==> config.mk <==
export PLATFORM = sky130hd
export DESIGN_NAME = tile_regs
export DESIGN_NICKNAME = d
export VERILOG_FILES = /design/src/swarm_pkg.sv /design/src/tile_regs.sv
export SDC_FILE = /design/constraint.sdc
export NUM_CORES = 1
export LEC_CHECK = 0
export BUFFER_PORTS_ARGS = -buffer_cell sky130_fd_sc_hd__buf_2
export CAP_MARGIN = 0
export CORE_MARGIN = 8
export CORE_UTILIZATION = 50
export DETAILED_ROUTE_END_ITERATION = 10
export HOLD_SLACK_MARGIN = 0.12
export PLACE_DENSITY = 0.79
export SYNTH_ARGS = -nofsm -noshare
export SYNTH_HDL_FRONTEND = slang
export SYNTH_SLANG_ARGS = --single-unit
==> constraint.sdc <==
create_clock -name clk -period 3.9 [get_ports clk]
set_clock_uncertainty 0.15 [all_clocks]
set_input_delay 0 -clock clk [delete_from_list [all_inputs] [get_ports clk]]
set_output_delay 0 -clock clk [all_outputs]
set_load 0.05 [all_outputs]
==> src/swarm_pkg.sv <==
`default_nettype none

package swarm_pkg;

   // Register bus units with index 0 as the slave itself
   localparam int N_UNITS = 3;
   localparam int ID_LAST = N_UNITS;
   localparam logic [7:0] ID_ALL_UNITS = 8'hF0;   // Broadcast to units 1 and 2

   localparam int TQ_DEPTH = 8;
   localparam int LOG_TQ_DEPTH = 3;

   localparam int L1_WORDS = 256;
   localparam int LOG_L1_WORDS = 8;
   localparam int L1_LATENCY = 4;
   localparam int L1_CNT_WIDTH = $clog2(L1_LATENCY + 1);

   localparam int TS_WIDTH = 32;
   localparam int LOCALE_WIDTH = 32;
   localparam int TTYPE_WIDTH = 2;

   localparam int N_TILE_REGS = 16;

   // Unit 0 register map
   localparam logic [7:0] OCL_TASK_ENQ = 8'h00;
   localparam logic [7:0] OCL_TASK_ENQ_LOCALE = 8'h04;
   localparam logic [7:0] OCL_TASK_ENQ_TTYPE = 8'h08;
   localparam logic [7:0] OCL_ACCESS_MEM = 8'h10;
   localparam logic [7:0] OCL_MEM_ADDR = 8'h14;
   localparam logic [7:0] OCL_CUR_CYCLE_LSB = 8'h20;
   localparam logic [7:0] OCL_CUR_CYCLE_MSB = 8'h24;
   localparam logic [7:0] OCL_LAST_MEM_LATENCY = 8'h28;
   localparam logic [7:0] OCL_DONE = 8'h2C;
   localparam logic [7:0] OCL_PARAM_N_UNITS = 8'h30;

   localparam logic [7:0] DONE_OFFSET = 8'h3C;    // Within a tile_regs unit

   typedef enum logic [3:0] {
      IDLE,
      WAIT_W,
      SEND_W,
      WAIT_B,
      SEND_B,
      SEND_AR,
      WAIT_R,
      SEND_R,
      SPARE
   } ocl_state_t;

endpackage

`default_nettype wire

==> src/tile_regs.sv <==
`timescale 1ns/1ps
`default_nettype none

module tile_regs import swarm_pkg::*; (
   input  logic        clk,
   input  logic        rstn,
   input  logic        reg_wvalid,
   input  logic [7:0]  reg_waddr,
   input  logic [31:0] reg_wdata,
   input  logic        reg_arvalid,
   input  logic [7:0]  reg_araddr,
   output logic        reg_rvalid,
   output logic [31:0] reg_rdata,
   output logic        done
);

   logic [31:0] regs [N_TILE_REGS];

   always_ff @(posedge clk) begin
      if (!rstn) begin
         for (int i = 0; i < N_TILE_REGS; i++) begin
            regs[i] <= '0;
         end
         reg_rvalid <= 1'b0;
      end else begin
         if (reg_wvalid) regs[reg_waddr[5:2]] <= reg_wdata;
         reg_rvalid <= reg_arvalid;               // Answer exactly one cycle later
      end
   end

   always_ff @(posedge clk) begin
      if (reg_arvalid) reg_rdata <= regs[reg_araddr[5:2]];
   end

   assign done = |regs[DONE_OFFSET[5:2]];

endmodule

`default_nettype wire

==> metrics.cfg <==
[layout]
final_common_cell=edfxtp_1
seq_area_um2=16400
drive_gt1_share_pct=22.5
fin_nets=1604
multi_input_area_um2=7220
fill_cells=3503
layout_common_cells=544 x edfxtp_1, 514 x and2_1, 128 x mux4_2
syn2layout_area_growth_pct=14.5

[global_route]
grt_max_degree=52
first_global_vias=13691
grt_usage_pct=20.7
grt_overflow=0
antenna_found_initial=2
grt_pass1_wl_um=84200

[outcome]
status=complete, no violations

[place]
hpwlAfterDp_um=31900
port-buffer-count=77
place_congestion=0.755
post-place-ws_ns=0.945

[sta]
hold_violations=0
setup_viol=0
rsz0062_at_grt=no
finalSetupTns_ns=0
min_period_ns=2.96
max_freq_mhz=337
slew_violations=0
holdWs_ns=0.165
relSlewSlack_pct=24.3
fin_crit_sh_pct=76.0
worstMarginPinSlew_ns=1.13
setup_slack_ns=0.936

[synth]
synthTopCellsByArea=edfxtp_1 68%, and2_1 13%, mux4_2 12%
synth_warnings=0
yosysTopAreaCellShare_pct=68.4
synth_area_per_cell_um2=16.3
synth_fp_nets=1513
yosysUniqueCellTypes=21
netlist_area_um2=23900
ys_ff_latch=545
synth_top_cell_by_area=edfxtp_1
syn_inst=1461
yosysSeqAreaShare_pct=68.5

[setup_path]
cp_num_buf_inv=4
cp.required_ns=4.22
cp-start-kind=input port
crit_slowest_cell=dlygate4sd3_1
crit_arrival_ns=3.29
cpLargestDelayFamily=buffers and inverters
endpoint_kind=flip-flop
worst_path_largest_cell_delay_ns=0.89
path_cells=dlygate4sd3_1 -> buf_2 -> nor2b_4 -> dlygate4sd3_1 -> a22oi_1 -> dlygate4sd3_1 -> nand2_1
critPathMaxFanout=27
crit_top_cell=dlygate4sd3_1
path_class=in -> reg

[drt]
via_count=13078
drtPass1Iterations=5
antenna_left=0
vias_per_cell=5.91
drc_errors=0
drt-initial-drc-count=1341
drt-total-wl_um=56200
wl_per_cell_um=25.4

[clock_tree]
cts_buffers=54
cts_tree=built
cts_sinks=545
clkSlewWorstSetupHoldPaths_ns=0.06
cts_resized=0
post_cts_buffers=0
htreeDepth=2
clk_path_buf_depth=3
cts-root-buf=clkbuf_16
clkLatencyLatePin_ns=0.61

[power_and_ir_drop]
vdd_drop_max_mv=0.374
power.density_nw_per_um2=485
power_leakage_nw=9.51

[floorplanning]
core_um2=47400
die-height_um=234
dieArea_um2=55000
initial_core_util_pct=50.3
die_w_um=234
io_pins=86
rows=80

[hold_path]
worstHoldPathType=in -> reg

[run]
drv_cap=0

## cells by family after synthesis
group	Yosys count	synth area share, %
muxes	128	12.1
AOI/OAI and AO/OA	76	2.26
DFF	545	68.5
and+or+nand+nor	587	15.0
buffers and inverters	125	2.15
## per-stage QoR
step           cells  power, mW  cell area [um2]  utilization (%)
6_report        2212       13.2            27300             57.6
5_1_grt         2212       13.6            27300             57.6
4_1_cts         2210       13.3            27300             57.6
3_5_place_dp    2068       8.01            25100             52.9
3_3_place_gp    2068       7.97            25100             52.9
2_1_floorplan   1461       7.65            23900                -
## worst register-to-register path: stages, from the launching register on
cell and delay, ns:
edfxtp_1 0.36, mux4_2 0.49, a22oi_1 0.20, dlygate4sd3_1 0.58
nand2_1 0.05
## final timing paths
kind | from | endpoint | slack, ns | cells past startpoint
min | reg_waddr[2] | regs[4][10] | 0.16 | 4
min reg2reg | regs[14][11] | reg_rdata[11] | 0.59 | 3
max | reg_araddr[4] | reg_rdata[16] | 0.94 | 7
max reg2reg | regs[3][16] | reg_rdata[16] | 1.81 | 4
## synthesized netlist by cell type, drive strengths merged
master,number
nor4,8
nor3,4
or2,1
dfxtp,1
nor2b,2
nor2,13
nand2b,6
nand2,33
nand4bb,1
mux4,128
and2,514
nand4b,2
o21ai,12
nand4,3
buf,27
clkbuf,98
edfxtp,544
a22oi,64
## final cells by class
class                      count  share of cell area, %
antenna                        2                 0.0183
timing repair buffer         160                   4.28
tap                          615                   2.82
sequential                   545                   59.9
clock inverter                34                   1.43
multi-input combinational    791                   26.4
clock buffer                  65                   5.18
## sequential cells by signal (all words and copies together), names as in the netlist
name	cells
reg_rdata	32
regs	512
reg_rvalid	1
## where the power goes
part / leakage [nW] / switching (mW) / internal [mW]
combinational: 3.43 / 0.645 / 0.379
clock: 0.874 / 2.20 / 3.11
sequential: 5.21 / 0.0994 / 6.80
total: 9.51 / 2.95 / 10.3
## metal layers
metal / up-vias / share of wire (%) / global-route usage (%)
met5: - / 0 / 0
met4: 0 / 3.4 / 7.78
met3: 120 / 8.5 / 3.75
met2: 611 / 50 / 34.7
met1: 6721 / 38 / 26.9
li1: 5626 / - / -
## timing repair
item / in CTS / in global routing
setup endpoints to repair: 0 / 0
hold buffers: 43 / 0
endpoints found under the hold margin: 602 / 0
Power figures use the tool's default switching activity.
