`src/swarm_pkg.sv`:
```
`default_nettype none

package swarm_pkg;

   // Register bus units with index 0 as the slave itself
   localparam int N_UNITS = 3;
   localparam int ID_LAST = N_UNITS;
   localparam logic [7:0] ID_ALL_UNITS = 8'hF0;   // Broadcast to units 1 and 2

   localparam int TQ_DEPTH = 8;
   localparam int LOG_TQ_DEPTH = 3;

   localparam int L1_WORDS = 256;
   localparam int LOG_L1_WORDS = 8;
   localparam int L1_LATENCY = 4;
   localparam int L1_CNT_WIDTH = $clog2(L1_LATENCY + 1);

   localparam int TS_WIDTH = 32;
   localparam int LOCALE_WIDTH = 32;
   localparam int TTYPE_WIDTH = 2;

   localparam int N_TILE_REGS = 16;

   // Unit 0 register map
   localparam logic [7:0] OCL_TASK_ENQ = 8'h00;
   localparam logic [7:0] OCL_TASK_ENQ_LOCALE = 8'h04;
   localparam logic [7:0] OCL_TASK_ENQ_TTYPE = 8'h08;
   localparam logic [7:0] OCL_ACCESS_MEM = 8'h10;
   localparam logic [7:0] OCL_MEM_ADDR = 8'h14;
   localparam logic [7:0] OCL_CUR_CYCLE_LSB = 8'h20;
   localparam logic [7:0] OCL_CUR_CYCLE_MSB = 8'h24;
   localparam logic [7:0] OCL_LAST_MEM_LATENCY = 8'h28;
   localparam logic [7:0] OCL_DONE = 8'h2C;
   localparam logic [7:0] OCL_PARAM_N_UNITS = 8'h30;

   localparam logic [7:0] DONE_OFFSET = 8'h3C;    // Within a tile_regs unit

   typedef enum logic [3:0] {
      IDLE,
      WAIT_W,
      SEND_W,
      WAIT_B,
      SEND_B,
      SEND_AR,
      WAIT_R,
      SEND_R,
      SPARE
   } ocl_state_t;

endpackage

`default_nettype wire

```
`src/task_queue.sv`:
```
`timescale 1ns/1ps
`default_nettype none

module task_queue import swarm_pkg::*; (
   input  logic                    clk,
   input  logic                    rstn,
   input  logic                    task_wvalid,
   input  logic [TS_WIDTH-1:0]     task_ts,
   input  logic [LOCALE_WIDTH-1:0] task_locale,
   input  logic [TTYPE_WIDTH-1:0]  task_ttype,
   output logic                    task_wready,
   input  logic                    task_arvalid,
   output logic                    task_rvalid,
   output logic [TS_WIDTH-1:0]     task_rts,
   output logic [LOCALE_WIDTH-1:0] task_rlocale
);

   logic [TS_WIDTH-1:0]     ts_q     [TQ_DEPTH];
   logic [LOCALE_WIDTH-1:0] locale_q [TQ_DEPTH];
   logic [TTYPE_WIDTH-1:0]  ttype_q  [TQ_DEPTH];
   logic [LOG_TQ_DEPTH-1:0] wptr;
   logic [LOG_TQ_DEPTH-1:0] rptr;
   logic [LOG_TQ_DEPTH:0]   count;
   logic                    empty;
   logic                    push;
   logic                    pop;

   assign empty = (count == '0);
   assign task_wready = (count != (LOG_TQ_DEPTH + 1)'(TQ_DEPTH));
   assign push = task_wvalid && task_wready;
   assign pop = task_arvalid && !empty;

   always_ff @(posedge clk) begin
      if (!rstn) begin
         wptr <= '0;
         rptr <= '0;
         count <= '0;
         task_rvalid <= 1'b0;
      end else begin
         if (push) wptr <= wptr + 1'b1;
         if (pop) rptr <= rptr + 1'b1;
         case ({push, pop})
            2'b10: count <= count + 1'b1;
            2'b01: count <= count - 1'b1;
            default: count <= count;
         endcase
         task_rvalid <= task_arvalid;
      end
   end

   always_ff @(posedge clk) begin
      if (push) begin
         ts_q[wptr] <= task_ts;
         locale_q[wptr] <= task_locale;
         ttype_q[wptr] <= task_ttype;
      end
      if (task_arvalid) begin
         task_rts <= empty ? '1 : ts_q[rptr];     // All ones marks an empty queue
         task_rlocale <= empty ? '0 : locale_q[rptr];
      end
   end

endmodule

`default_nettype wire

```
`config.mk`:
```
export PLATFORM = sky130hd
export DESIGN_NAME = task_queue
export DESIGN_NICKNAME = d
export VERILOG_FILES = /design/src/swarm_pkg.sv /design/src/task_queue.sv
export SDC_FILE = /design/constraint.sdc
export NUM_CORES = 1
export LEC_CHECK = 0
export BUFFER_PORTS_ARGS = -buffer_cell sky130_fd_sc_hd__buf_2
export CAP_MARGIN = 20
export CORE_ASPECT_RATIO = 0.8
export CORE_MARGIN = 1
export CORE_UTILIZATION = 52
export DETAILED_ROUTE_END_ITERATION = 10
export HOLD_SLACK_MARGIN = 0.1
export PLACE_DENSITY = 0.7
export SYNTH_ARGS = -nofsm -noshare
export SYNTH_HDL_FRONTEND = slang
export SYNTH_SLANG_ARGS = --single-unit
```
`constraint.sdc`:
```
create_clock -name clk -period 13.3 [get_ports clk]
set_input_delay 1.33 -clock clk [delete_from_list [all_inputs] [get_ports clk]]
set_output_delay 1.33 -clock clk [all_outputs]
set_load 0.02 [all_outputs]
```
==> reports/results.tsv <==
stage	metric	value	unit
sta	worst_slew_pin_slew	1.12	ns
sta	slew_headroom	25.2	%
routing	ant_nets	0	
floorplan	coreArea	41200	sq um
synth	yosysSeqAreaShare	79.6	%
global_route	overflow	0	
sta	setup-tns-final	0	ns
synth	syn_avg_cell_area	23.2	sq um
floorplan	rows	66	
synth	syn_inst	949	
sta	fin_skew	0.0217	ns
routing	via_per_inst	5.71	
outcome	status	completed	
power_and_ir_drop	swShare	25.9	%
cts	clkTransAtPathRegs	0.06	ns
floorplan	io_pins	136	
setup_path	crit_path_start	rptr[0]	
setup_path	r2r-start	rptr[0]	
sta	min_period_over_period	28.6	%
cts	root_buffer	clkbuf_16	
cells_and_area	syn_to_final_growth	13.6	%
global_route	grtUsageMet3	3.77	%
floorplan	die_y	186	microns
global_route	grt_busiest_layer	met2	
sta	worst_slack	9.50	ns
power_and_ir_drop	leakage	7.88	nW
global_route	grt_pass1_vias	9940	
setup_path	crit_path_start_kind	flop	
placement	portBuffers	133	
synth	netlist_top_cells_count	edfxtp_1 (576), mux4_2 (128), mux2i_1 (66), nor2_1 (40), nand2_1 (39)	
synth	yosysTopAreaCell	edfxtp_1	
setup_path	arrival	4.13	ns
setup_path	required	13.63	ns
cts	htree_levels	2	
synth	synth_edf_count	576	
synth	ys.flop_type	edfxtp_1	
sta	rsz0062_at_grt	false	
routing	drtIter0Drc	830	
cts	clockBufferDepth	3	
global_route	gr-usage-met1	28.0	%
synth	yosysMostFrequentCell	edfxtp_1	
floorplan	die_w	232	microns
cts	cts.sinks	587	
floorplan	die_area	43100	sq um
synth	ys_warn_count	0	
synth	ys_ff_latch	587	
routing	drt-total-wl	41000	microns
synth	ys_top_cells_by_area	edfxtp_1 (79%), mux4_2 (13%), mux2i_1 (3.0%)	
global_route	antenna_found_initial	7	
global_route	use_met2	30.6	%
cts	postCtsResizedCells	0	
floorplan	start_util	53.4	%
cts	cts_setup_buffers	0	
power_and_ir_drop	internal_power	3.36	mW
cells_and_area	final_nets	1193	
synth	synthDistinctLibCells	29	
power_and_ir_drop	p_sw	1.17	mW
sta	max_freq	263	MHz
sta	final-hold-violation-count	0	
power_and_ir_drop	power_frac_comb	16.9	%
global_route	grt_max_degree	65	
cts	clk-insertion-delay-late	0.60	ns
synth	ys_async_sr_fraction	0	%
routing	wl_per_cell	24.0	microns
cts	cts_tree	yes	
placement	place_ws	9.29	ns
worst_hold_path	min_from	wptr[0]	
cts	cts_made_buffers	56	
setup_path	crit_type	reg -> reg	
worst_hold_path	hold_path_class	reg -> reg	
job	maxCapViolCount	0	
setup_path	worstPathMaxFanout	49	
synth	syn_area	22000	sq um
sta	setup_viol	0	
global_route	grt_pass1_wl	61100	microns
synth	synth_top_area_share	78.6	%
power_and_ir_drop	power_frac_seq	50.6	%
synth	syn_nets	1025	
routing	firstDrtPassIters	7	
placement	gp_congestion	0.734	
power_and_ir_drop	p_per_area	181	nW/um^2
sta	slew_viol_final	0	
cts	cts.hold.buffers_added	0	
placement	dpl.hpwl	20900	microns
global_route	track_usage	19.4	%
sta	min_period	3.80	ns
routing	vias	9733	
power_and_ir_drop	clkPwrFrac	32.5	%
power_and_ir_drop	peakVddDrop	0.115	mV
routing	route.detailed.drc	0	
setup_path	worstSetupEndpointType	flop	
cells_and_area	drive_above_1_share	32.2	%
power_and_ir_drop	totalPowerFinal	4.53	mW
==> layout make-up <==
| class | instances | area [sq um] |
|---|---|---|
| Timing Repair Buffer | 154 | 826 |
| Fill cell | 2812 | 16200 |
| Clock buffer | 67 | 1490 |
| Clock inverter | 31 | 203 |
| Tap cell | 544 | 681 |
| Sequential cell | 587 | 17500 |
| Antenna cell | 4 | 10.0 |
| Inverter | 4 | 15.0 |
| Multi-Input combinational cell | 314 | 4230 |
==> cell families after synthesis <==
family          synth area share, %
flops                          79.6
simple gates                   2.05
buf+inv                        1.41
xor+xnor                      0.199
mux                            16.1
compound gates                0.205
fa+ha+maj                     0.375
==> power groups by stage <==
stage,sequential [mW],clock (mW),combinational [mW]
5_1_grt,2.31,1.57,0.831
2_1_floorplan,2.40,0,0.463
3_5_place_dp,2.33,0,0.778
6_report,2.29,1.47,0.765
4_1_cts,2.30,1.50,0.782
3_3_place_gp,2.33,0,0.767
==> path summary, 6_finish.rpt <==
kind	endpoint	slack (ns)	cells after the start
hold reg to reg	wptr[0]	0.50	2
setup reg to reg	task_rlocale[3]	9.50	5
hold / removal	wptr[0]	0.50	2
setup / recovery	task_rlocale[3]	9.50	5
==> through the flow <==
stage	hold slack, ns	cell area, sq um	utilization (%)	instances
3_3_place_gp	0.470	23300	56.5	1603
4_1_cts	0.498	25000	60.6	1701
2_1_floorplan	0.461	22000	-	949
3_5_place_dp	0.488	23300	56.5	1603
5_1_grt	0.544	25000	60.6	1701
6_report	0.502	25000	60.6	1705
==> cells in the final DEF, fill, tap and decap left out, types with 2 or more instances in the layout <==
master	Yosys	final
a21boi_1	3	3
and2_1	7	7
buf_2	20	132
buf_4	0	22
bufinv_16	0	2
clkbuf_1	9	9
clkbuf_16	0	58
clkinv_1	0	16
clkinv_2	0	10
dfxtp_1	11	8
dfxtp_4	0	3
diode_2	0	4
edfxtp_1	576	576
ha_1	5	5
inv_1	4	4
mux2i_1	66	66
mux4_2	128	128
nand2_1	39	39
nand2_2	2	2
nand2b_1	3	3
nand3_1	3	3
nand3_2	2	2
nor2_1	40	34
nor2_4	0	6
nor3_2	0	2
o21ai_0	2	2
xnor2_1	4	4
==> routing by layer <==
layer	vias up	wire length, microns
li1	4277	-
met2	247	19600
met4	6	801
met3	61	2240
met1	5142	18300
met5	-	35
==> sequential cells by signal (all words and copies together), names as in the netlist <==
| name | cells |
|---|---|
| locale_q | 256 |
| ts_q | 256 |
| task_rlocale | 32 |
| task_rts | 32 |
| count | 4 |
| rptr | 3 |
| wptr | 3 |
| task_rvalid | 1 |
==> critical path, stage by stage, from the launching register on <==
cell     delay [ns]
dfxtp_4        1.02
buf_4          0.77
buf_4          0.79
mux4_2         0.60
mux2i_1        0.24
nor2_1         0.07
Power figures use the tool's default switching activity.
