==> src/swarm_pkg.sv <==
`default_nettype none

package swarm_pkg;

   // Register bus units with index 0 as the slave itself
   localparam int N_UNITS = 3;
   localparam int ID_LAST = N_UNITS;
   localparam logic [7:0] ID_ALL_UNITS = 8'hF0;   // Broadcast to units 1 and 2

   localparam int TQ_DEPTH = 8;
   localparam int LOG_TQ_DEPTH = 3;

   localparam int L1_WORDS = 256;
   localparam int LOG_L1_WORDS = 8;
   localparam int L1_LATENCY = 4;
   localparam int L1_CNT_WIDTH = $clog2(L1_LATENCY + 1);

   localparam int TS_WIDTH = 32;
   localparam int LOCALE_WIDTH = 32;
   localparam int TTYPE_WIDTH = 2;

   localparam int N_TILE_REGS = 16;

   // Unit 0 register map
   localparam logic [7:0] OCL_TASK_ENQ = 8'h00;
   localparam logic [7:0] OCL_TASK_ENQ_LOCALE = 8'h04;
   localparam logic [7:0] OCL_TASK_ENQ_TTYPE = 8'h08;
   localparam logic [7:0] OCL_ACCESS_MEM = 8'h10;
   localparam logic [7:0] OCL_MEM_ADDR = 8'h14;
   localparam logic [7:0] OCL_CUR_CYCLE_LSB = 8'h20;
   localparam logic [7:0] OCL_CUR_CYCLE_MSB = 8'h24;
   localparam logic [7:0] OCL_LAST_MEM_LATENCY = 8'h28;
   localparam logic [7:0] OCL_DONE = 8'h2C;
   localparam logic [7:0] OCL_PARAM_N_UNITS = 8'h30;

   localparam logic [7:0] DONE_OFFSET = 8'h3C;    // Within a tile_regs unit

   typedef enum logic [3:0] {
      IDLE,
      WAIT_W,
      SEND_W,
      WAIT_B,
      SEND_B,
      SEND_AR,
      WAIT_R,
      SEND_R,
      SPARE
   } ocl_state_t;

endpackage

`default_nettype wire

==> src/ocl_slave.sv <==
`timescale 1ns/1ps
`default_nettype none

module ocl_slave import swarm_pkg::*; (
   input  logic                         clk,
   input  logic                         rstn,
   input  logic                         ocl_awvalid,
   output logic                         ocl_awready,
   input  logic [15:0]                  ocl_awaddr,
   input  logic                         ocl_wvalid,
   output logic                         ocl_wready,
   input  logic [31:0]                  ocl_wdata,
   output logic                         ocl_bvalid,
   input  logic                         ocl_bready,
   input  logic                         ocl_arvalid,
   output logic                         ocl_arready,
   input  logic [15:0]                  ocl_araddr,
   output logic                         ocl_rvalid,
   input  logic                         ocl_rready,
   output logic [31:0]                  ocl_rdata,
   output logic [7:0]                   reg_waddr,
   output logic [31:0]                  reg_wdata,
   output logic [ID_LAST-1:0]           reg_wvalid,
   output logic [7:0]                   reg_araddr,
   output logic [ID_LAST-1:0]           reg_arvalid,
   input  logic [ID_LAST-1:0]           reg_rvalid,
   input  logic [ID_LAST-1:0][31:0]     reg_rdata,
   output logic                         task_wvalid,
   output logic [TS_WIDTH-1:0]          task_ts,
   output logic [LOCALE_WIDTH-1:0]      task_locale,
   output logic [TTYPE_WIDTH-1:0]       task_ttype,
   input  logic                         task_wready,
   output logic                         task_arvalid,
   input  logic                         task_rvalid,
   input  logic [TS_WIDTH-1:0]          task_rts,
   input  logic [LOCALE_WIDTH-1:0]      task_rlocale,
   output logic                         l1_awvalid,
   output logic [31:0]                  l1_awaddr,
   output logic [31:0]                  l1_wdata,
   input  logic                         l1_awready,
   input  logic                         l1_bvalid,
   output logic                         l1_arvalid,
   output logic [31:0]                  l1_araddr,
   input  logic                         l1_arready,
   input  logic                         l1_rvalid,
   output logic                         l1_rready,
   input  logic [31:0]                  l1_rdata,
   input  logic [ID_LAST-1:0]           done
);

   ocl_state_t  state;
   logic [15:0] addr;
   logic [31:0] data;
   logic [31:0] mem_addr;
   logic [63:0] cur_cycle;
   logic [31:0] mem_start;
   logic [31:0] last_mem_latency;
   logic [31:0] csr_rdata;
   logic [31:0] bus_rdata;
   logic [7:0]  unit;
   logic [7:0]  off;
   logic        unit0;
   logic        is_mem;
   logic        is_enq;
   logic        bus_hit;
   logic        bus_rvalid;

   assign unit = addr[15:8];
   assign off = addr[7:0];
   assign unit0 = (unit == 8'h00);
   assign is_mem = unit0 && (off == OCL_ACCESS_MEM);
   assign is_enq = unit0 && (off == OCL_TASK_ENQ);

   always_ff @(posedge clk) begin
      if (!rstn) begin
         state <= IDLE;
         last_mem_latency <= '0;
      end else begin
         case (state)
            IDLE: begin
               if (ocl_awvalid) begin         // Write wins a tie
                  addr <= ocl_awaddr;
                  state <= WAIT_W;
               end else if (ocl_arvalid) begin
                  addr <= ocl_araddr;
                  state <= SEND_AR;
               end
            end
            WAIT_W: begin
               if (ocl_wvalid) begin
                  data <= ocl_wdata;
                  state <= SEND_W;
               end
            end
            SEND_W: begin
               if (!unit0) begin
                  state <= SEND_B;            // Bus strobe goes out this cycle
               end else begin
                  case (off)
                     OCL_TASK_ENQ: begin
                        if (task_wready) state <= SEND_B;
                     end
                     OCL_ACCESS_MEM: begin
                        if (l1_awready) begin
                           mem_start <= cur_cycle[31:0];
                           state <= WAIT_B;
                        end
                     end
                     OCL_TASK_ENQ_LOCALE: begin
                        task_locale <= data;
                        state <= SEND_B;
                     end
                     OCL_TASK_ENQ_TTYPE: begin
                        task_ttype <= data[TTYPE_WIDTH-1:0];
                        state <= SEND_B;
                     end
                     OCL_MEM_ADDR: begin
                        mem_addr <= data;
                        state <= SEND_B;
                     end
                     default: state <= SEND_B;
                  endcase
               end
            end
            WAIT_B: begin
               if (l1_bvalid) begin
                  last_mem_latency <= cur_cycle[31:0] - mem_start;
                  state <= SEND_B;
               end
            end
            SEND_B: begin
               if (ocl_bready) state <= IDLE;
            end
            SEND_AR: begin
               if (!is_mem) begin
                  state <= WAIT_R;
               end else if (l1_arready) begin
                  mem_start <= cur_cycle[31:0];
                  state <= WAIT_R;
               end
            end
            WAIT_R: begin
               if (!unit0) begin
                  if (!bus_hit || bus_rvalid) begin  // Unknown unit reads zero
                     data <= bus_rdata;
                     state <= SEND_R;
                  end
               end else begin
                  case (off)
                     OCL_TASK_ENQ: begin
                        if (task_rvalid) begin
                           data <= task_rts;
                           task_locale <= task_rlocale;
                           state <= SEND_R;
                        end
                     end
                     OCL_ACCESS_MEM: begin
                        if (l1_rvalid) begin
                           data <= l1_rdata;
                           last_mem_latency <= cur_cycle[31:0] - mem_start;
                           state <= SEND_R;
                        end
                     end
                     default: begin
                        data <= csr_rdata;
                        state <= SEND_R;
                     end
                  endcase
               end
            end
            SEND_R: begin
               if (ocl_rready) state <= IDLE;
            end
            default: state <= IDLE;
         endcase
      end
   end

   always_ff @(posedge clk) begin
      if (!rstn) begin
         cur_cycle <= '0;
      end else begin
         cur_cycle <= cur_cycle + 64'd1;
      end
   end

   // Unit 0 registers that answer without waiting
   always_comb begin
      case (off)
         OCL_TASK_ENQ_LOCALE: csr_rdata = task_locale;
         OCL_CUR_CYCLE_LSB: csr_rdata = cur_cycle[31:0];
         OCL_CUR_CYCLE_MSB: csr_rdata = cur_cycle[63:32];
         OCL_LAST_MEM_LATENCY: csr_rdata = last_mem_latency;
         OCL_DONE: csr_rdata = 32'(done);
         OCL_PARAM_N_UNITS: csr_rdata = 32'(N_UNITS);
         default: csr_rdata = '0;
      endcase
   end

   always_comb begin
      reg_wvalid = '0;
      reg_arvalid = '0;
      bus_hit = 1'b0;
      bus_rvalid = 1'b0;
      bus_rdata = '0;
      for (int i = 1; i < ID_LAST; i++) begin
         if (state == SEND_W && (unit == 8'(i) || unit == ID_ALL_UNITS)) reg_wvalid[i] = 1'b1;
         if (state == SEND_AR && unit == 8'(i)) reg_arvalid[i] = 1'b1;
         if (unit == 8'(i)) begin
            bus_hit = 1'b1;
            bus_rvalid = reg_rvalid[i];
            bus_rdata = reg_rdata[i];
         end
      end
   end

   assign reg_waddr = off;
   assign reg_wdata = data;
   assign reg_araddr = off;

   assign task_wvalid = (state == SEND_W) && is_enq;
   assign task_ts = data;
   assign task_arvalid = (state == SEND_AR) && is_enq;

   assign l1_awvalid = (state == SEND_W) && is_mem;
   assign l1_awaddr = mem_addr;
   assign l1_wdata = data;
   assign l1_arvalid = (state == SEND_AR) && is_mem;
   assign l1_araddr = mem_addr;
   assign l1_rready = (state == WAIT_R);

   assign ocl_awready = (state == IDLE);
   assign ocl_arready = (state == IDLE) && !ocl_awvalid;
   assign ocl_wready = (state == WAIT_W);
   assign ocl_bvalid = (state == SEND_B);
   assign ocl_rvalid = (state == SEND_R);
   assign ocl_rdata = data;

endmodule

`default_nettype wire

==> config.mk <==
export PLATFORM = sky130hd
export DESIGN_NAME = ocl_slave
export DESIGN_NICKNAME = d
export VERILOG_FILES = /design/src/swarm_pkg.sv /design/src/ocl_slave.sv
export SDC_FILE = /design/constraint.sdc
export NUM_CORES = 1
export LEC_CHECK = 0
export ABC_CLOCK_PERIOD_IN_PS = 5020
export BUFFER_PORTS_ARGS = -buffer_cell sky130_fd_sc_hd__buf_2
export CORE_MARGIN = 2
export CORE_UTILIZATION = 25
export DETAILED_ROUTE_END_ITERATION = 10
export SYNTH_ARGS = -nofsm -noshare
export SYNTH_HDL_FRONTEND = slang
export SYNTH_SLANG_ARGS = --single-unit
==> constraint.sdc <==
create_clock -name clk -period 5.02 [get_ports clk]
set_clock_uncertainty 0.2 [all_clocks]
set_input_delay 1.004 -clock clk [delete_from_list [all_inputs] [get_ports clk]]
set_output_delay 1.004 -clock clk [all_outputs]
set_load 0.005 [all_outputs]
==> flow_summary_export.csv, run 1 <==
group,metric,value,unit
run_status,status,"complete, no violations",
detailed_routing,vias,13800,
floorplan,ios,533,
power_and_ir_drop,peakVddDrop,327,uV
sta,worst_pin_slew,917,ps
clocking,clockBufferDepth,3,
clocking,path_clk_slew,60,ps
sta,rsz0062_at_grt,"no",
synth,yosys.area.top_type,"edfxtp_1",
finish,syn_to_final_growth,21.0,%
floorplan,die_width,247,um
sta,period_share,76.6,%
place,dp_slack,1480,ps
sta,setup_violations,0,
min_path,hold_path.class,"register to register",
power_and_ir_drop,p_per_area,290,mW/mm2
detailed_routing,drt_first_pass_iters,5,
detailed_routing,drc,0,
sta,slew_violations,0,
setup_path,slowest_stage,"edfxtp_1",
setup_path,max_stage_delay,470,ps
floorplan,dieArea,0.0612,mm2
place,dp_hpwl,44.6,mm
global_route,antenna_found_initial,22,
clocking,cts_made_buffers,28,
detailed_routing,antenna_left,0,
detailed_routing,drt_iter0_markers,1113,
finish,drive_above_1_share,31.5,%
synth,synth_area,0.0148,mm2
synth,ys_seq_area_share,43.0,%
detailed_routing,viasPerCell,5.02,
setup_path,cp_cell_sequence,"or3_1, buf_4, nor3_2, nand2_1, nor3_1, buf_2",
floorplan,core_area,0.0588,mm2
floorplan,die_h,247,um
setup_path,path_delay_family,"simple AND/OR/NAND/NOR gates",
detailed_routing,routed_wl,57.9,mm
clocking,h-tree-depth,1,
power_and_ir_drop,power.leakage,7.41,nW
sta,fin_crit,3840,ps
setup_path,critical_path_arrival,2640,ps
sta,max_slew_margin,38.4,%
setup_path,end_kind,"output port",
finish,fillers,6245,
finish,regArea,0.00637,mm2
global_route,grt_overflow,0,
global_route,grt_first_pass_wirelength,82.6,mm
synth,synth_edf_count,146,
global_route,first_global_vias,12900,
clocking,cts_tree,"built",
synth,syn_avg_cell_area,9.07,um2
floorplan,start_util,25.2,%
setup_path,path_buf_inv,2,
floorplan,std_cell_rows,89,
synth,synth_area_leaders,"edfxtp_1, dfxtp_1, buf_4",
global_route,grt.total_usage,17.8,%
place,gp_congestion,0.914,
synth,ys_ff_latch,245,
synth,synthDistinctLibCells,76,
clocking,cts_hold_buf,0,
synth,synth_top_area_share,29.6,%
clocking,cts_resized,0,
finish,multi_input_area,0.00676,mm2
setup_path,startpoint_type,"register",
setup_path,required,3820,ps
sta,fmax,0.260,GHz
place,io_buffers,497,
detailed_routing,wire_per_inst,21.1,um
global_route,grt_max_degree,67,
synth,ys.flop_type,"edfxtp_1",
synth,async_reset_ff_share,0,%
job,maxCapViolCount,0,
finish,finalNetCount,2258,
sta,setup_ws,1180,ps
synth,synthCells,1632,
synth,ys_warn_count,0,
clocking,post-cts-setup-buffers,0,
clocking,clock_latency,580,ps
clocking,root_buffer,"clkbuf_16",
sta,final-hold-violation-count,0,
setup_path,worst-setup-path-type,"register to output port",
sta,tns,0,ps
setup_path,crit_fanout,34,
sta,hold_ws,250,ps
clocking,cts.sinks,245,
==> cell families (layout without fill, tap and decap cells) <==
group	count (synthesis)	after routing	share of synthesized area (%)
AOI/OAI and AO/OA	365	365	17.2
adders and majority gates	33	33	2.84
and+or+nand+nor	582	582	18.8
xor gates and xnor gates	69	69	4.08
buffers and inverters	307	646	11.8
DFF	245	245	43.0
muxes	30	30	2.21
other	1	5	0.0253
==> layout by cell type (no fill, tap or decap), drive strengths merged, types with 8 or more instances in the layout <==
cell type	count
nor4	10
a22oi	62
dfxtp	99
xnor2	38
nor3	30
a31oi	8
inv	73
ha	32
nand4	20
mux2i	8
xor2	31
a21oi	83
a21o	13
edfxtp	146
o21ai	40
or3	19
o21a	8
mux2	22
nand2	239
buf	521
nor2	104
clkbuf	47
and4	11
nor2b	38
and3	21
a221o	30
and2	16
nand2b	9
o221ai	30
o22ai	37
nand3	43
==> metal layers <==
layer / vias up / routed length (um) / global-route usage (%)
li1: 6391 / - / -
met1: 6682 / 24300 / 23.4
met2: 609 / 27400 / 29.4
met3: 100 / 4690 / 4.31
met4: 22 / 1420 / 4.21
met5: - / 148 / 0
==> worst register-to-register path, stage by stage (launching register included) <==
cell       delay (ps)
dfxtp_1           510
inv_1              80
ha_1              240
fa_1              410
nor2b_1           230
o2111ai_1         240
a31oi_1           430
o21ai_0           330
a2111oi_0         600
o22a_1            200
o22ai_1            60
==> layout make-up <==
type	count	share of cell area [%]
Clock buffer	47	4.73
Inverter	73	1.53
Clock inverter	5	0.161
Sequential cell	245	35.5
Tap cell	773	5.40
Timing Repair Buffer	521	14.9
Multi-Input combinational cell	1081	37.7
Antenna cell	3	0.0419
==> cells in the mapped netlist, drive strengths merged, types with 3 or more instances <==
| library cell | count |
|---|---|
| nor3b | 6 |
| nor4 | 10 |
| dfxtp | 99 |
| a22oi | 62 |
| o2111ai | 3 |
| nor2b | 38 |
| and4 | 11 |
| a21oi | 83 |
| a21boi | 4 |
| o22a | 3 |
| ha | 32 |
| xor2 | 31 |
| nor2 | 104 |
| edfxtp | 146 |
| a221o | 30 |
| a211oi | 6 |
| or2 | 7 |
| o21ai | 40 |
| nand2b | 9 |
| mux2i | 8 |
| a2111oi | 4 |
| a21o | 13 |
| clkbuf | 74 |
| mux2 | 22 |
| or3 | 19 |
| nand2 | 239 |
| nor3 | 30 |
| xnor2 | 38 |
| a211o | 4 |
| and3 | 21 |
| inv | 72 |
| o221ai | 30 |
| o211ai | 6 |
| buf | 160 |
| a31oi | 8 |
| a32o | 4 |
| o31ai | 3 |
| nand3 | 43 |
| o21a | 8 |
| nand4 | 20 |
| nand3b | 3 |
| and2 | 16 |
| o22ai | 37 |
| or4 | 3 |
==> power breakdown <==
group	internal (mW)	switching (mW)
logic	0.327	0.474
registers	2.23	0.136
clock network	1.15	0.875
total	3.71	1.48
==> worst paths after layout <==
path | end | cells past startpoint | slack, ps | from
setup reg to reg | last_mem_latency[28] | 10 | 1340 | cur_cycle[0]
hold / removal | last_mem_latency[6] | 2 | 250 | last_mem_latency[6]
setup / recovery | task_wvalid | 6 | 1180 | addr[1]
hold reg to reg | last_mem_latency[6] | 2 | 250 | last_mem_latency[6]
==> registers in the layout, summed over array words and instances, names as in the netlist <==
| name | cells |
|---|---|
| addr | 16 |
| last_mem_latency | 32 |
| cur_cycle | 64 |
| l1_araddr | 32 |
| state | 3 |
| task_ttype | 2 |
| task_locale | 32 |
| mem_start | 32 |
| l1_wdata | 32 |
==> per-stage QoR <==
stage	instance area [um2]	instances	power (mW)	util [%]
6_report	17900	2748	5.19	30.5
3_3_place_gp	17000	2693	3.19	29.0
4_1_cts	17900	2745	5.24	30.5
2_1_floorplan	14800	1633	2.91	-
5_1_grt	17900	2745	5.42	30.5
3_5_place_dp	17000	2693	3.21	29.0
Note: power is estimated with default switching activity, not from simulation.
==> run 2, diff against run 1 <==
- ABC_AREA: unset -> 1
- ABC_CLOCK_PERIOD_IN_PS: 5020 -> 3200
- clock period: 5.02 -> 3.2 ns (I/O delays scaled with it)
==> run 2 against run 1 <==
- global-route usage up 1.5 points
- core utilization up 0.37 points
- area after synthesis up 8.4%
- worst setup slack worse by 1000 ps
- final cell count up 26%
- non-clock buffer count up 2
- wire length up 15%
- die area up 8.3%
- power up 73%
- critical endpoint is now reg_wvalid[2]
- first-iteration DRC count up 76%
- hold slack worse by 130 ps
- highest routed layer unchanged
==> flow_summary_export.csv, run 2 <==
group,metric,value,unit
run_status,status,"complete, no violations",
finish,regArea,0.00637,mm2
clocking,cts_made_buffers,29,
clocking,clockBufferDepth,3,
detailed_routing,routed_wl,66.8,mm
sta,slew_violations,0,
synth,ys_seq_area_share,39.7,%
place,gp_congestion,0.946,
synth,synthDistinctLibCells,48,
setup_path,path_buf_inv,2,
floorplan,std_cell_rows,92,
setup_path,r2r-start,"addr[15]",
power_and_ir_drop,p_total,8.97,mW
clocking,cts_hold_buf,0,
floorplan,die_h,257,um
finish,drive_above_1_share,24.4,%
finish,mostFrequentLayoutCell,"nand2_1",
power_and_ir_drop,peakVddDrop,356,uV
floorplan,core_area,0.0633,mm2
min_path,hold_path.class,"input port to register",
finish,finalNetCount,2899,
setup_path,required,2360,ps
synth,synthTopCellsByCount,"nand2_1, inv_1, nor2_1",
setup_path,worst-setup-path-type,"register to output port",
setup_path,crit_fanout,12,
synth,yosys.area.top_type,"edfxtp_1",
detailed_routing,wire_per_inst,19.3,um
synth,synthMostInstantiatedCell,"nand2_1",
clocking,path_clk_slew,60,ps
setup_path,r2r_cells,8,
setup_path,max_stage_delay,400,ps
setup_path,cp_cell_sequence,"nor2_1, nand2_1, nor2_2, inv_1, a21oi_1, buf_2",
sta,fin_crit,3060,ps
sta,setup_violations,0,
setup_path,startpoint_type,"register",
sta,max_slew_margin,43.7,%
setup_path,critical_path_arrival,2220,ps
synth,ys_ff_latch,245,
clocking,cts_tree,"built",
global_route,grt_first_pass_wirelength,97.6,mm
power_and_ir_drop,p_per_area,459,mW/mm2
global_route,antenna_found_initial,7,
place,io_buffers,497,
synth,async_reset_ff_share,0,%
synth,synth_area,0.0161,mm2
synth,syn_avg_cell_area,7.14,um2
floorplan,start_util,25.4,%
finish,largest_reg_flops,64,
clocking,clock_latency,580,ps
min_path,hold_start,"ocl_araddr[7]",
finish,fillers,7000,
place,dp_hpwl,53.8,mm
synth,ys.flop_type,"edfxtp_1",
finish,syn_to_final_growth,21.6,%
clocking,h-tree-depth,1,
detailed_routing,drc,0,
synth,synth_area_leaders,"edfxtp_1, nand2_1, dfxtp_1",
synth,ys_warn_count,0,
finish,final_cells,3462,
sta,period_share,95.6,%
detailed_routing,viasPerCell,4.79,
synth,synthCells,2248,
global_route,grt_max_degree,93,
synth,synth_top_area_share,27.3,%
global_route,grt.total_usage,19.3,%
detailed_routing,drt_first_pass_iters,5,
min_path,hold_depth,3,
global_route,first_global_vias,15200,
setup_path,end_kind,"output port",
setup_path,worst-r2r-setup-slack,440,ps
job,maxCapViolCount,0,
setup_path,slowest_stage,"edfxtp_1",
finish,final_cell_mix,"nand2_1, buf_2, inv_1, nor2_1, edfxtp_1",
clocking,root_buffer,"clkbuf_16",
floorplan,ios,533,
detailed_routing,antenna_left,0,
setup_path,r2r_end,"l1_wdata[23]",
floorplan,dieArea,0.0663,mm2
detailed_routing,drt_iter0_markers,1954,
finish,regMostFlops,"cur_cycle",
floorplan,die_width,257,um
place,dp.cells,3406,
finish,post-route-util,30.8,%
sta,fmax,0.327,GHz
clocking,cts.sinks,245,
sta,rsz0062_at_grt,"no",
global_route,grt_overflow,0,
sta,worst_pin_slew,837,ps
detailed_routing,vias,16600,
setup_path,crit_start,"addr[15]",
min_path,holdPathEnd,"addr[7]",
setup_path,path_delay_family,"simple AND/OR/NAND/NOR gates",
sta,final-hold-violation-count,0,
sta,tns,0,ps
synth,synth_edf_count,146,
power_and_ir_drop,power.leakage,8.36,nW
finish,multi_input_area,0.00727,mm2
-- run 2: logic make-up (layout without fill, tap and decap cells) --
kind of cell,after synthesis,in the layout,synth area share (%)
xor+xnor,18,18,0.982
compound gates,291,291,10.7
flops,245,245,39.7
buf+inv,499,864,15.4
other cells,1,4,0.0234
fa+ha+maj,33,33,2.62
simple gates,1161,1161,30.5
-- run 2: final cells by class --
class	instances	area share [%]
clock inverter	17	0.935
timing repair buffer	523	14.1
sequential	245	32.6
multi-input combinational	1505	37.2
clock buffer	37	4.14
tap	846	5.42
antenna	2	0.0256
inverter	287	5.53
-- run 2: per-layer routing --
layer / GRT usage, % / routed length, um / up-vias
met2: 29.5 / 29200 / 879
met5: 0 / 70 / -
met1: 27.5 / 29000 / 7713
met3: 4.56 / 7150 / 102
li1: - / - / 7890
met4: 4.43 / 1400 / 12
-- run 2: timing repair --
item | in CTS | in global routing
buffers inserted | 0 | 0
endpoints found under the hold margin | 0 | 0
setup endpoints to repair | 0 | 1
resized for setup | 0 | 1
-- run 2: worst max path at each step --
stage                     slack, ps              to  cells after the start
final                           140   reg_wvalid[2]                      6
after global routing              6   reg_wvalid[2]                      6
after CTS                       130   reg_wvalid[2]                      6
after detailed placement        620    l1_wdata[23]                      8
after global placement          620    l1_wdata[29]                      8
after floorplan                  10  task_locale[0]                      7
-- run 2: tightest hold or removal path, stage by stage --
cell and delay, ps:
buf_2 70, nand2_1 40, nand2_1 40
-- run 2: through the flow --
step / hold WS [ps] / setup WS (ps) / cell area, um2
floorplan: 230 / 14.5 / 16100
global placement: 248 / 620 / 18500
detailed placement: 255 / 620 / 18500
CTS: 100 / 132 / 19500
global route: 121 / 5.81 / 19500
finish: 121 / 141 / 19500
-- run 2: power breakdown --
part           internal (mW)  switching, mW  total, mW
clock                   2.04           1.45       3.49
combinational          0.593          0.915       1.51
sequential              3.66          0.308       3.97
total                   6.29           2.68       8.97
